[src/verilog/geomPkg.sv]
////////////////////////////////////////////////////////////////////////////
// field geometry shared by the obstacles and the player
////////////////////////////////////////////////////////////////////////////

package geomPkg;

    // pixel coordinate, wide enough for 640 plus an object size
    typedef logic [10:0] coord_t;

    // object color, compared between player and rectangle
    typedef logic [3:0] color_t;

    // visible field
    parameter coord_t FIELD_W = 11'd640;   // columns
    parameter coord_t FIELD_H = 11'd480;   // rows

    // player is a square of this side
    parameter coord_t PLAYER_SIZE = 11'd12;

    // positions are always the top-left corner of an object,
    // so the far edges are corner plus size

    // the player can sit anywhere with its whole square on the field,
    // rectangles wrap and may start at any corner within the field

    // all widths are kept at coord_t so edge sums need no extension

endpackage

[src/verilog/ctrlPkg.sv]
////////////////////////////////////////////////////////////////////////////
// button codes and the direction flag layout
////////////////////////////////////////////////////////////////////////////

package ctrlPkg;

    typedef logic [3:0] btn_t;      // {up, down, right, left}

    // one-hot press codes, anything else is no press
    parameter btn_t BTN_UP    = 4'd8;
    parameter btn_t BTN_DOWN  = 4'd4;
    parameter btn_t BTN_RIGHT = 4'd2;
    parameter btn_t BTN_LEFT  = 4'd1;

    // block flags, same bit order as the buttons
    typedef logic [3:0] dirFlags_t;

endpackage

[src/verilog/rectIf.sv]
`timescale 1ns/1ps

////////////////////////////////////////////////////////////////////////////
// one rectangle's link to the player logic
////////////////////////////////////////////////////////////////////////////

interface rectIf;

    geomPkg::coord_t rectH;         // rectangle top-left, column
    geomPkg::coord_t rectV;         // rectangle top-left, row
    ctrlPkg::dirFlags_t block;      // player moves this rectangle stops
    geomPkg::coord_t playerH;       // player top-left, column
    geomPkg::coord_t playerV;       // player top-left, row

    // rectangle side
    modport obstacle (
        output rectH,
        output rectV,
        output block,
        input  playerH,
        input  playerV
    );

    // player side
    modport mover (
        input  rectH,
        input  rectV,
        input  block,
        output playerH,
        output playerV
    );

endinterface

[src/verilog/btnSync.sv]
`timescale 1ns/1ps

module btnSync (
    input  logic          btnClk,
    input  logic          rst,
    input  ctrlPkg::btn_t btns_i,
    input  logic          rectMode_i,
    output ctrlPkg::btn_t rectBtns_o,
    output ctrlPkg::btn_t playerBtns_o
);

    ctrlPkg::btn_t btnsMeta;    // first stage, may be metastable
    logic          modeMeta;
    ctrlPkg::btn_t cleanPress;  // one-hot or zero

    // only a single button down counts
    always_comb
    begin
        case (btnsMeta)
            ctrlPkg::BTN_UP,
            ctrlPkg::BTN_DOWN,
            ctrlPkg::BTN_RIGHT,
            ctrlPkg::BTN_LEFT: cleanPress = btnsMeta;
            default:           cleanPress = '0;   // chord or idle
        endcase
    end

    always_ff @(posedge btnClk or posedge rst)
    begin
        if (rst)
        begin
            btnsMeta     <= '0;
            modeMeta     <= 1'b0;
            rectBtns_o   <= '0;
            playerBtns_o <= '0;
        end
        else
        begin
            btnsMeta     <= btns_i;      // stage 1
            modeMeta     <= rectMode_i;
            // stage 2, steer by mode, other bus idle
            rectBtns_o   <= modeMeta ? cleanPress : '0;
            playerBtns_o <= modeMeta ? '0 : cleanPress;
        end
    end

endmodule

[src/verilog/rectangle.sv]
`timescale 1ns/1ps

module rectangle #(
    parameter geomPkg::coord_t START_H    = 11'd0,
    parameter geomPkg::coord_t START_V    = 11'd0,
    parameter geomPkg::coord_t WIDTH      = 11'd16,
    parameter geomPkg::coord_t HEIGHT     = 11'd16,
    parameter geomPkg::color_t RECT_COLOR = 4'd0
) (
    input  logic            btnClk,
    input  logic            rst,
    input  ctrlPkg::btn_t   btns_i,
    input  logic            visible_i,
    input  geomPkg::color_t playerColor_i,
    rectIf.obstacle         rectBus
);

    geomPkg::coord_t    rectH;      // top-left corner, absolute
    geomPkg::coord_t    rectV;
    ctrlPkg::dirFlags_t blockQ;     // registered flags

    // edges of both objects
    geomPkg::coord_t    rectRight;
    geomPkg::coord_t    rectBottom;
    geomPkg::coord_t    playerRight;
    geomPkg::coord_t    playerBottom;

    logic               hOverlap;
    logic               vOverlap;
    logic               solid;      // visible and other color
    ctrlPkg::dirFlags_t blockNext;

    ////////////////////////////////////////////////////////////////////////////
    // movement with wrap at every field edge
    ////////////////////////////////////////////////////////////////////////////

    always_ff @(posedge btnClk or posedge rst)
    begin
        if (rst)
        begin
            rectH <= START_H;
            rectV <= START_V;
        end
        else
        begin
            case (btns_i)
                ctrlPkg::BTN_UP:
                begin
                    if (rectV > 11'd0)
                        rectV <= rectV - 11'd1;
                    else
                        rectV <= geomPkg::FIELD_H - HEIGHT;   // reappear at bottom
                end
                ctrlPkg::BTN_DOWN:
                begin
                    if (rectBottom < geomPkg::FIELD_H)
                        rectV <= rectV + 11'd1;
                    else
                        rectV <= 11'd0;                       // back to top
                end
                ctrlPkg::BTN_RIGHT:
                begin
                    if (rectRight < geomPkg::FIELD_W)
                        rectH <= rectH + 11'd1;
                    else
                        rectH <= 11'd0;
                end
                ctrlPkg::BTN_LEFT:
                begin
                    if (rectH > 11'd0)
                        rectH <= rectH - 11'd1;
                    else
                        rectH <= geomPkg::FIELD_W - WIDTH;
                end
                default: ;  // no press, hold
            endcase
        end
    end

    ////////////////////////////////////////////////////////////////////////////
    // adjacency test against the player
    ////////////////////////////////////////////////////////////////////////////

    assign rectRight    = rectH + WIDTH;
    assign rectBottom   = rectV + HEIGHT;
    assign playerRight  = rectBus.playerH + geomPkg::PLAYER_SIZE;
    assign playerBottom = rectBus.playerV + geomPkg::PLAYER_SIZE;

    // open intervals, touching corners do not count
    assign hOverlap = (rectBus.playerH < rectRight) && (playerRight > rectH);
    assign vOverlap = (rectBus.playerV < rectBottom) && (playerBottom > rectV);

    assign solid = visible_i && (playerColor_i != RECT_COLOR);

    always_comb
    begin
        blockNext = '0;
        if (solid)
        begin
            if (playerBottom == rectV && hOverlap)         // sitting on top
                blockNext = blockNext | ctrlPkg::BTN_DOWN;
            if (rectBus.playerV == rectBottom && hOverlap) // just below
                blockNext = blockNext | ctrlPkg::BTN_UP;
            if (playerRight == rectH && vOverlap)          // left of it
                blockNext = blockNext | ctrlPkg::BTN_RIGHT;
            if (rectBus.playerH == rectRight && vOverlap)  // right of it
                blockNext = blockNext | ctrlPkg::BTN_LEFT;
        end
    end

    // one cycle behind the positions
    always_ff @(posedge btnClk or posedge rst)
    begin
        if (rst)
            blockQ <= '0;
        else
            blockQ <= blockNext;
    end

    assign rectBus.rectH = rectH;
    assign rectBus.rectV = rectV;
    assign rectBus.block = blockQ;

endmodule

[src/verilog/playerMover.sv]
`timescale 1ns/1ps

module playerMover (
    input  logic               btnClk,
    input  logic               rst,
    input  ctrlPkg::btn_t      btns_i,
    rectIf.mover               rect0,
    rectIf.mover               rect1,
    output ctrlPkg::dirFlags_t blocked_o
);

    geomPkg::coord_t playerH;       // top-left corner
    geomPkg::coord_t playerV;
    ctrlPkg::btn_t   allowed;       // press left after blocking

    // any rectangle can stop a move
    assign blocked_o = rect0.block | rect1.block;

    // flags share the button bit order
    assign allowed = btns_i & ~blocked_o;

    ////////////////////////////////////////////////////////////////////////////
    // position, clamped so the whole square stays on the field
    ////////////////////////////////////////////////////////////////////////////

    always_ff @(posedge btnClk or posedge rst)
    begin
        if (rst)
        begin
            playerH <= 11'd0;
            playerV <= 11'd0;
        end
        else
        begin
            case (allowed)
                ctrlPkg::BTN_UP:
                    if (playerV > 11'd0)
                        playerV <= playerV - 11'd1;
                ctrlPkg::BTN_DOWN:
                    if (playerV < geomPkg::FIELD_H - geomPkg::PLAYER_SIZE)
                        playerV <= playerV + 11'd1;
                ctrlPkg::BTN_RIGHT:
                    if (playerH < geomPkg::FIELD_W - geomPkg::PLAYER_SIZE)
                        playerH <= playerH + 11'd1;
                ctrlPkg::BTN_LEFT:
                    if (playerH > 11'd0)
                        playerH <= playerH - 11'd1;
                default: ;  // idle or blocked
            endcase
        end
    end

    // both rectangles test against the same square
    assign rect0.playerH = playerH;
    assign rect0.playerV = playerV;
    assign rect1.playerH = playerH;
    assign rect1.playerV = playerV;

endmodule

[src/verilog/colorGameTop.sv]
`timescale 1ns/1ps

module colorGameTop #(
    parameter geomPkg::coord_t RECT0_START_H = 11'd100,
    parameter geomPkg::coord_t RECT0_START_V = 11'd200,
    parameter geomPkg::coord_t RECT0_WIDTH   = 11'd60,
    parameter geomPkg::coord_t RECT0_HEIGHT  = 11'd40,
    parameter geomPkg::color_t RECT0_COLOR   = 4'd3,
    parameter geomPkg::coord_t RECT1_START_H = 11'd300,
    parameter geomPkg::coord_t RECT1_START_V = 11'd24,
    parameter geomPkg::coord_t RECT1_WIDTH   = 11'd40,
    parameter geomPkg::coord_t RECT1_HEIGHT  = 11'd80,
    parameter geomPkg::color_t RECT1_COLOR   = 4'd5
) (
    input  logic               btnClk,
    input  logic               rst,
    input  ctrlPkg::btn_t      btns_i,
    input  logic               rectMode_i,     // 1 moves rectangles
    input  logic               visible_i,
    input  geomPkg::color_t    playerColor_i,
    output geomPkg::coord_t    playerH_o,
    output geomPkg::coord_t    playerV_o,
    output geomPkg::coord_t    rect0H_o,
    output geomPkg::coord_t    rect0V_o,
    output geomPkg::coord_t    rect1H_o,
    output geomPkg::coord_t    rect1V_o,
    output ctrlPkg::dirFlags_t blocked_o
);

    ctrlPkg::btn_t rectBtns;    // both rectangles
    ctrlPkg::btn_t playerBtns;

    rectIf rect0Bus ();
    rectIf rect1Bus ();

    btnSync sync0 (
        .btnClk       (btnClk),
        .rst          (rst),
        .btns_i       (btns_i),
        .rectMode_i   (rectMode_i),
        .rectBtns_o   (rectBtns),
        .playerBtns_o (playerBtns)
    );

    ////////////////////////////////////////////////////////////////////////////
    // obstacles
    ////////////////////////////////////////////////////////////////////////////

    rectangle #(
        .START_H    (RECT0_START_H),
        .START_V    (RECT0_START_V),
        .WIDTH      (RECT0_WIDTH),
        .HEIGHT     (RECT0_HEIGHT),
        .RECT_COLOR (RECT0_COLOR)
    ) rect0 (
        .btnClk        (btnClk),
        .rst           (rst),
        .btns_i        (rectBtns),
        .visible_i     (visible_i),
        .playerColor_i (playerColor_i),
        .rectBus       (rect0Bus.obstacle)
    );

    rectangle #(
        .START_H    (RECT1_START_H),
        .START_V    (RECT1_START_V),
        .WIDTH      (RECT1_WIDTH),
        .HEIGHT     (RECT1_HEIGHT),
        .RECT_COLOR (RECT1_COLOR)
    ) rect1 (
        .btnClk        (btnClk),
        .rst           (rst),
        .btns_i        (rectBtns),
        .visible_i     (visible_i),
        .playerColor_i (playerColor_i),
        .rectBus       (rect1Bus.obstacle)
    );

    playerMover mover0 (
        .btnClk    (btnClk),
        .rst       (rst),
        .btns_i    (playerBtns),
        .rect0     (rect0Bus.mover),
        .rect1     (rect1Bus.mover),
        .blocked_o (blocked_o)
    );

    // positions straight from the registers behind the buses
    assign playerH_o = rect0Bus.playerH;
    assign playerV_o = rect0Bus.playerV;
    assign rect0H_o  = rect0Bus.rectH;
    assign rect0V_o  = rect0Bus.rectV;
    assign rect1H_o  = rect1Bus.rectH;
    assign rect1V_o  = rect1Bus.rectV;

endmodule

[config.mk]
export PLATFORM = sky130hd
export DESIGN_NAME = colorGameTop
export DESIGN_NICKNAME = d
export VERILOG_FILES = /design/src/verilog/geomPkg.sv /design/src/verilog/ctrlPkg.sv /design/src/verilog/rectIf.sv /design/src/verilog/btnSync.sv /design/src/verilog/rectangle.sv /design/src/verilog/playerMover.sv /design/src/verilog/colorGameTop.sv
export SDC_FILE = /design/constraint.sdc
export NUM_CORES = 1
export LEC_CHECK = 0
export ABC_AREA = 1
export BUFFER_PORTS_ARGS = -buffer_cell sky130_fd_sc_hd__buf_2
export CORE_UTILIZATION = 40
export CTS_CLUSTER_DIAMETER = 120
export DETAILED_ROUTE_END_ITERATION = 10
export PLACE_DENSITY_LB_ADDON = 0.1
export SLEW_MARGIN = 20
export SYNTH_ARGS = -nofsm -noshare
export SYNTH_HDL_FRONTEND = slang
export SYNTH_SLANG_ARGS = --single-unit
[constraint.sdc]
create_clock -name btnClk -period 2.7 [get_ports btnClk]
set_input_delay 0.135 -clock btnClk [delete_from_list [all_inputs] [get_ports btnClk]]
set_output_delay 0.135 -clock btnClk [all_outputs]
set_load 0.05 [all_outputs]
==> metrics.txt <==
DRC=0; setup ws final=0.2147 ns; Hold Crit Depth=5; RD Place Congestion=0.9063; ys flop type=dfrtp_1; DR pass1 iterations=5; fin crit period=2.485 ns; worst slack after detailed placement=0.1189 ns; # port buffers=81; clk buf depth=2; number of DRC markers in iteration 0=617; Mapped Nets=1537; Area Growth Syn to Fin=14.12%; Placeable Area=22780 µm²; Logic pwr share=69.8%; Register-to-Register Path Depth=13; CTS H-tree depth=3; clock root cell=clkbuf_16; Yosys top cell area share=20.04%; # setup viols final=0; maximum vdd drop=0.0007692 V; Critical Path Sink Type=register; TNS Setup=0 ns; Placed Instances=1810; Layout Cells excl Fill=1834; Max-Cap Viols=0; Antenna diodes=0; CP max stage delay=0.67 ns; Clk Latency, worst-skew pair=0.36 ns; post-synthesis xor/xnor area fraction=6.826%; number of global-route vias before repair=8704; critical path class=reg2reg; Crit path required time=3.00 ns; Initial Util=41.12%; RSZ-0062 raised after global routing=no; ys async rst share=100.0%; post-synthesis adder-cell area fraction=15.92%; IO Count=82; FF+latch count, synth=87; DP Wirelength=21.95 mm; Fin. Hold Viols=0; pwr/cell area=1152 nW/µm²; Compound-Gate Fraction of Synth Area=10.93%; area of the mapped netlist=9366 µm²; Clock transition at path regs=0.08 ns; Final Max Slew Viols=0; WL/cell=15.18 µm; die height=155.0 µm; Final Cycle Share=92.05%; initial antenna violation count=0; Sequential Power Share=20.2%; via count=9266; Post-layout nets=1647; row count=55; Synth Area per Inst=6.657 µm²; cell count after synthesis=1407; clk_skew=0.01320 ns; Overflow after GRT=0; number of flops mapped to enable cells by yosys=0; Antenna Nets Post-Route=0; maximum fanout along the worst path=7; Distinct cells, synth=45; CTS sink count=87; die extent in x=155.0 µm; largest family of logic cells by synthesized area=simple AND/OR/NAND/NOR gates; proportion of synthesized area in mux cells=0%; top cells by area, synth=dfrtp_1 (20%), ha_1 (15%), nand2_1 (15%); first-pass GRT wire length=44.76 mm; Vias per Instance=5.052; Routed WL=27.85 mm; Pleak=5.788 nW; critical path's most frequent cell=inv_1; Synth Area in Simple Gates=32.94%; final hold slack=0.2391 ns; total number of yosys warnings=0; Tot GR Track Use=23.62%; clock power share=10.0%; Net Sw Frac=57.57%; Power Total=0.01232 W; reg-to-reg slack, setup=0.21 ns; layout cells sized above 1=12.36%; area leader, netlist=dfrtp_1; sw power=0.007091 W; outcome=complete, no violations; CP startpoint kind=register; Min-Delay Path Class=in2reg; largest net degree at the start of global routing=46; clock buffer count from CTS=9; max_slew headroom=57.51%; CTS tree=done; critical path cell sequence=inv_1, ha_1, nand2_2, inv_1, o21ai_0, nand2_1, ha_1, nand2_1, inv_1, a31o_2, nor3_2, nand3_2, nor2_1; Die ar.=24030 µm²; Peak Freq=402.4 MHz; Int Pwr=0.005227 W; Arr. time, crit path=2.78 ns; Crit-path slowest cell=dfstp_4; post-synthesis sequential area ratio=23.40%; Slew @ Worst Pin=0.6343 ns
## synthesized netlist by cell type (2+ instances only)
cell type and instances:
o21a_1 8, ha_1 116, buf_4 5, nor2_2 6, a21boi_1 14, o211ai_1 2, inv_2 10, o21ai_1 5
o21bai_1 11, nor3_1 24, nor3b_1 2, dfrtp_1 75, nand3_1 118, xor2_1 67, o21ai_0 51, nand3_2 4
buf_2 14, nand2_2 4, a21boi_0 3, dfstp_2 12, xnor2_1 6, buf_6 2, clkbuf_1 4, nand3b_1 7
nand2_1 369, nor2_1 137, nand4_1 39, fa_1 2, a31oi_1 4, a21o_1 3, inv_1 196, clkinv_1 3
a21oi_1 72
## cell usage in the layout (no fill, tap or decap), drive strengths merged
cell / Yosys / final
nand4: 39 / 39
nand3b: 7 / 7
nor3: 26 / 26
inv: 206 / 207
a21o: 3 / 3
nor2b: 1 / 1
nor2: 144 / 144
o21ai: 57 / 57
xnor2: 6 / 6
o211ai: 2 / 2
ha: 116 / 116
nand3: 122 / 122
buf: 21 / 119
o21bai: 11 / 11
o21a: 8 / 8
xor2: 67 / 67
and3: 1 / 1
nand2: 374 / 374
clkinvlp: 0 / 3
nor3b: 2 / 2
a21boi: 17 / 17
dfrtp: 75 / 75
clkinv: 3 / 3
clkbuf: 5 / 11
dlygate4sd3: 0 / 6
dfstp: 12 / 12
a21oi: 73 / 73
o2111ai: 1 / 1
a31o: 1 / 1
a22oi: 1 / 1
a31oi: 4 / 4
fa: 2 / 2
## final cells by class
class	count	area, µm²
inverter	209	787.0
sequential	87	2201
clock inverter	4	31.28
fill	2429	12090
tap	313	391.6
multi-input combinational	1085	6272
clock buffer	11	242.7
timing repair buffer	125	763.2
## path summary, 6_finish.rpt
| check | endpoint | startpoint |
|---|---|---|
| worst max-delay path | rect0.rectBus.block[2]$_DFF_PP0_ | rect0.rectBus.rectH[2]$_DFFE_PP1P_ |
| worst min-delay path | rect0.rectBus.block[0]$_DFF_PP0_ | visible_i |
| worst max register to register | rect0.rectBus.block[2]$_DFF_PP0_ | rect0.rectBus.rectH[2]$_DFFE_PP1P_ |
| worst min register to register | sync0.playerBtns_o[2]$_DFF_PP0_ | sync0.modeMeta$_DFF_PP0_ |
| max in group asynchronous | rect0.rectBus.rectV[3]$_DFFE_PP1P_ | rst |
| min in group asynchronous | rect0.rectBus.rectH[7]$_DFFE_PP0P_ | rst |
## power groups by stage
stage               registers, W  logic, W  clock network (W)
detailed placement       0.00250   0.00854                  0
floorplan                0.00363   0.00515                  0
global route             0.00256   0.00965            0.00132
CTS                      0.00248   0.00859            0.00128
global placement         0.00251   0.00846                  0
finish                   0.00248   0.00860            0.00124
## per-layer routing
layer	vias up	global-route usage [%]	share of wire, %
li1	4784	-	-
met1	4246	31.41	47
met2	203	40.11	47
met3	33	2.117	3.6
met4	0	7.968	2.2
met5	-	0	0
## flip-flops by register name (all words and copies together), names as in the netlist
signal / flops
rect0.rectBus.block: 4
sync0.rectBtns_o: 4
sync0.playerBtns_o: 4
rect0.rectBus.rectH: 11
rect1.rectBus.rectV: 11
rect0.rectBus.rectV: 11
mover0.rect0.playerH: 11
mover0.rect0.playerV: 11
rect1.rectBus.block: 4
rect1.rectBus.rectH: 11
sync0.modeMeta: 1
sync0.btnsMeta: 4
## cell families (layout without fill, tap and decap cells)
group | after synthesis | count (layout)
AOI/OAI and AO/OA | 178 | 178
and+or+nand+nor | 716 | 716
xor gates and xnor gates | 73 | 73
DFF | 87 | 87
buffers and inverters | 235 | 349
adders and majority gates | 118 | 118
## worst max-delay path, delay by kind of cell (launching register included)
family	cells	cell delay, ns
compound gates	2	0.35
fa+ha+maj	2	0.53
buf+inv	3	0.16
flops	1	0.67
simple gates	6	0.72
## metrics by stage
stage | util [%] | cell area [µm²]
6_report | 46.93 | 10690
5_1_grt | 46.93 | 10690
4_1_cts | 46.70 | 10640
3_5_place_dp | 45.23 | 10300
3_3_place_gp | 45.23 | 10300
2_1_floorplan | - | 9379
## what timing repair did
| item | 4_1_cts | 5_1_grt |
|---|---|---|
| resized for setup | 0 | 7 |
| buffers inserted | 0 | 3 |
| hold buffers | 6 | 0 |
| endpoints found under the setup margin | 0 | 4 |
| hold endpoints to repair | 37 | 0 |
(Power assumes the default switching activity.)
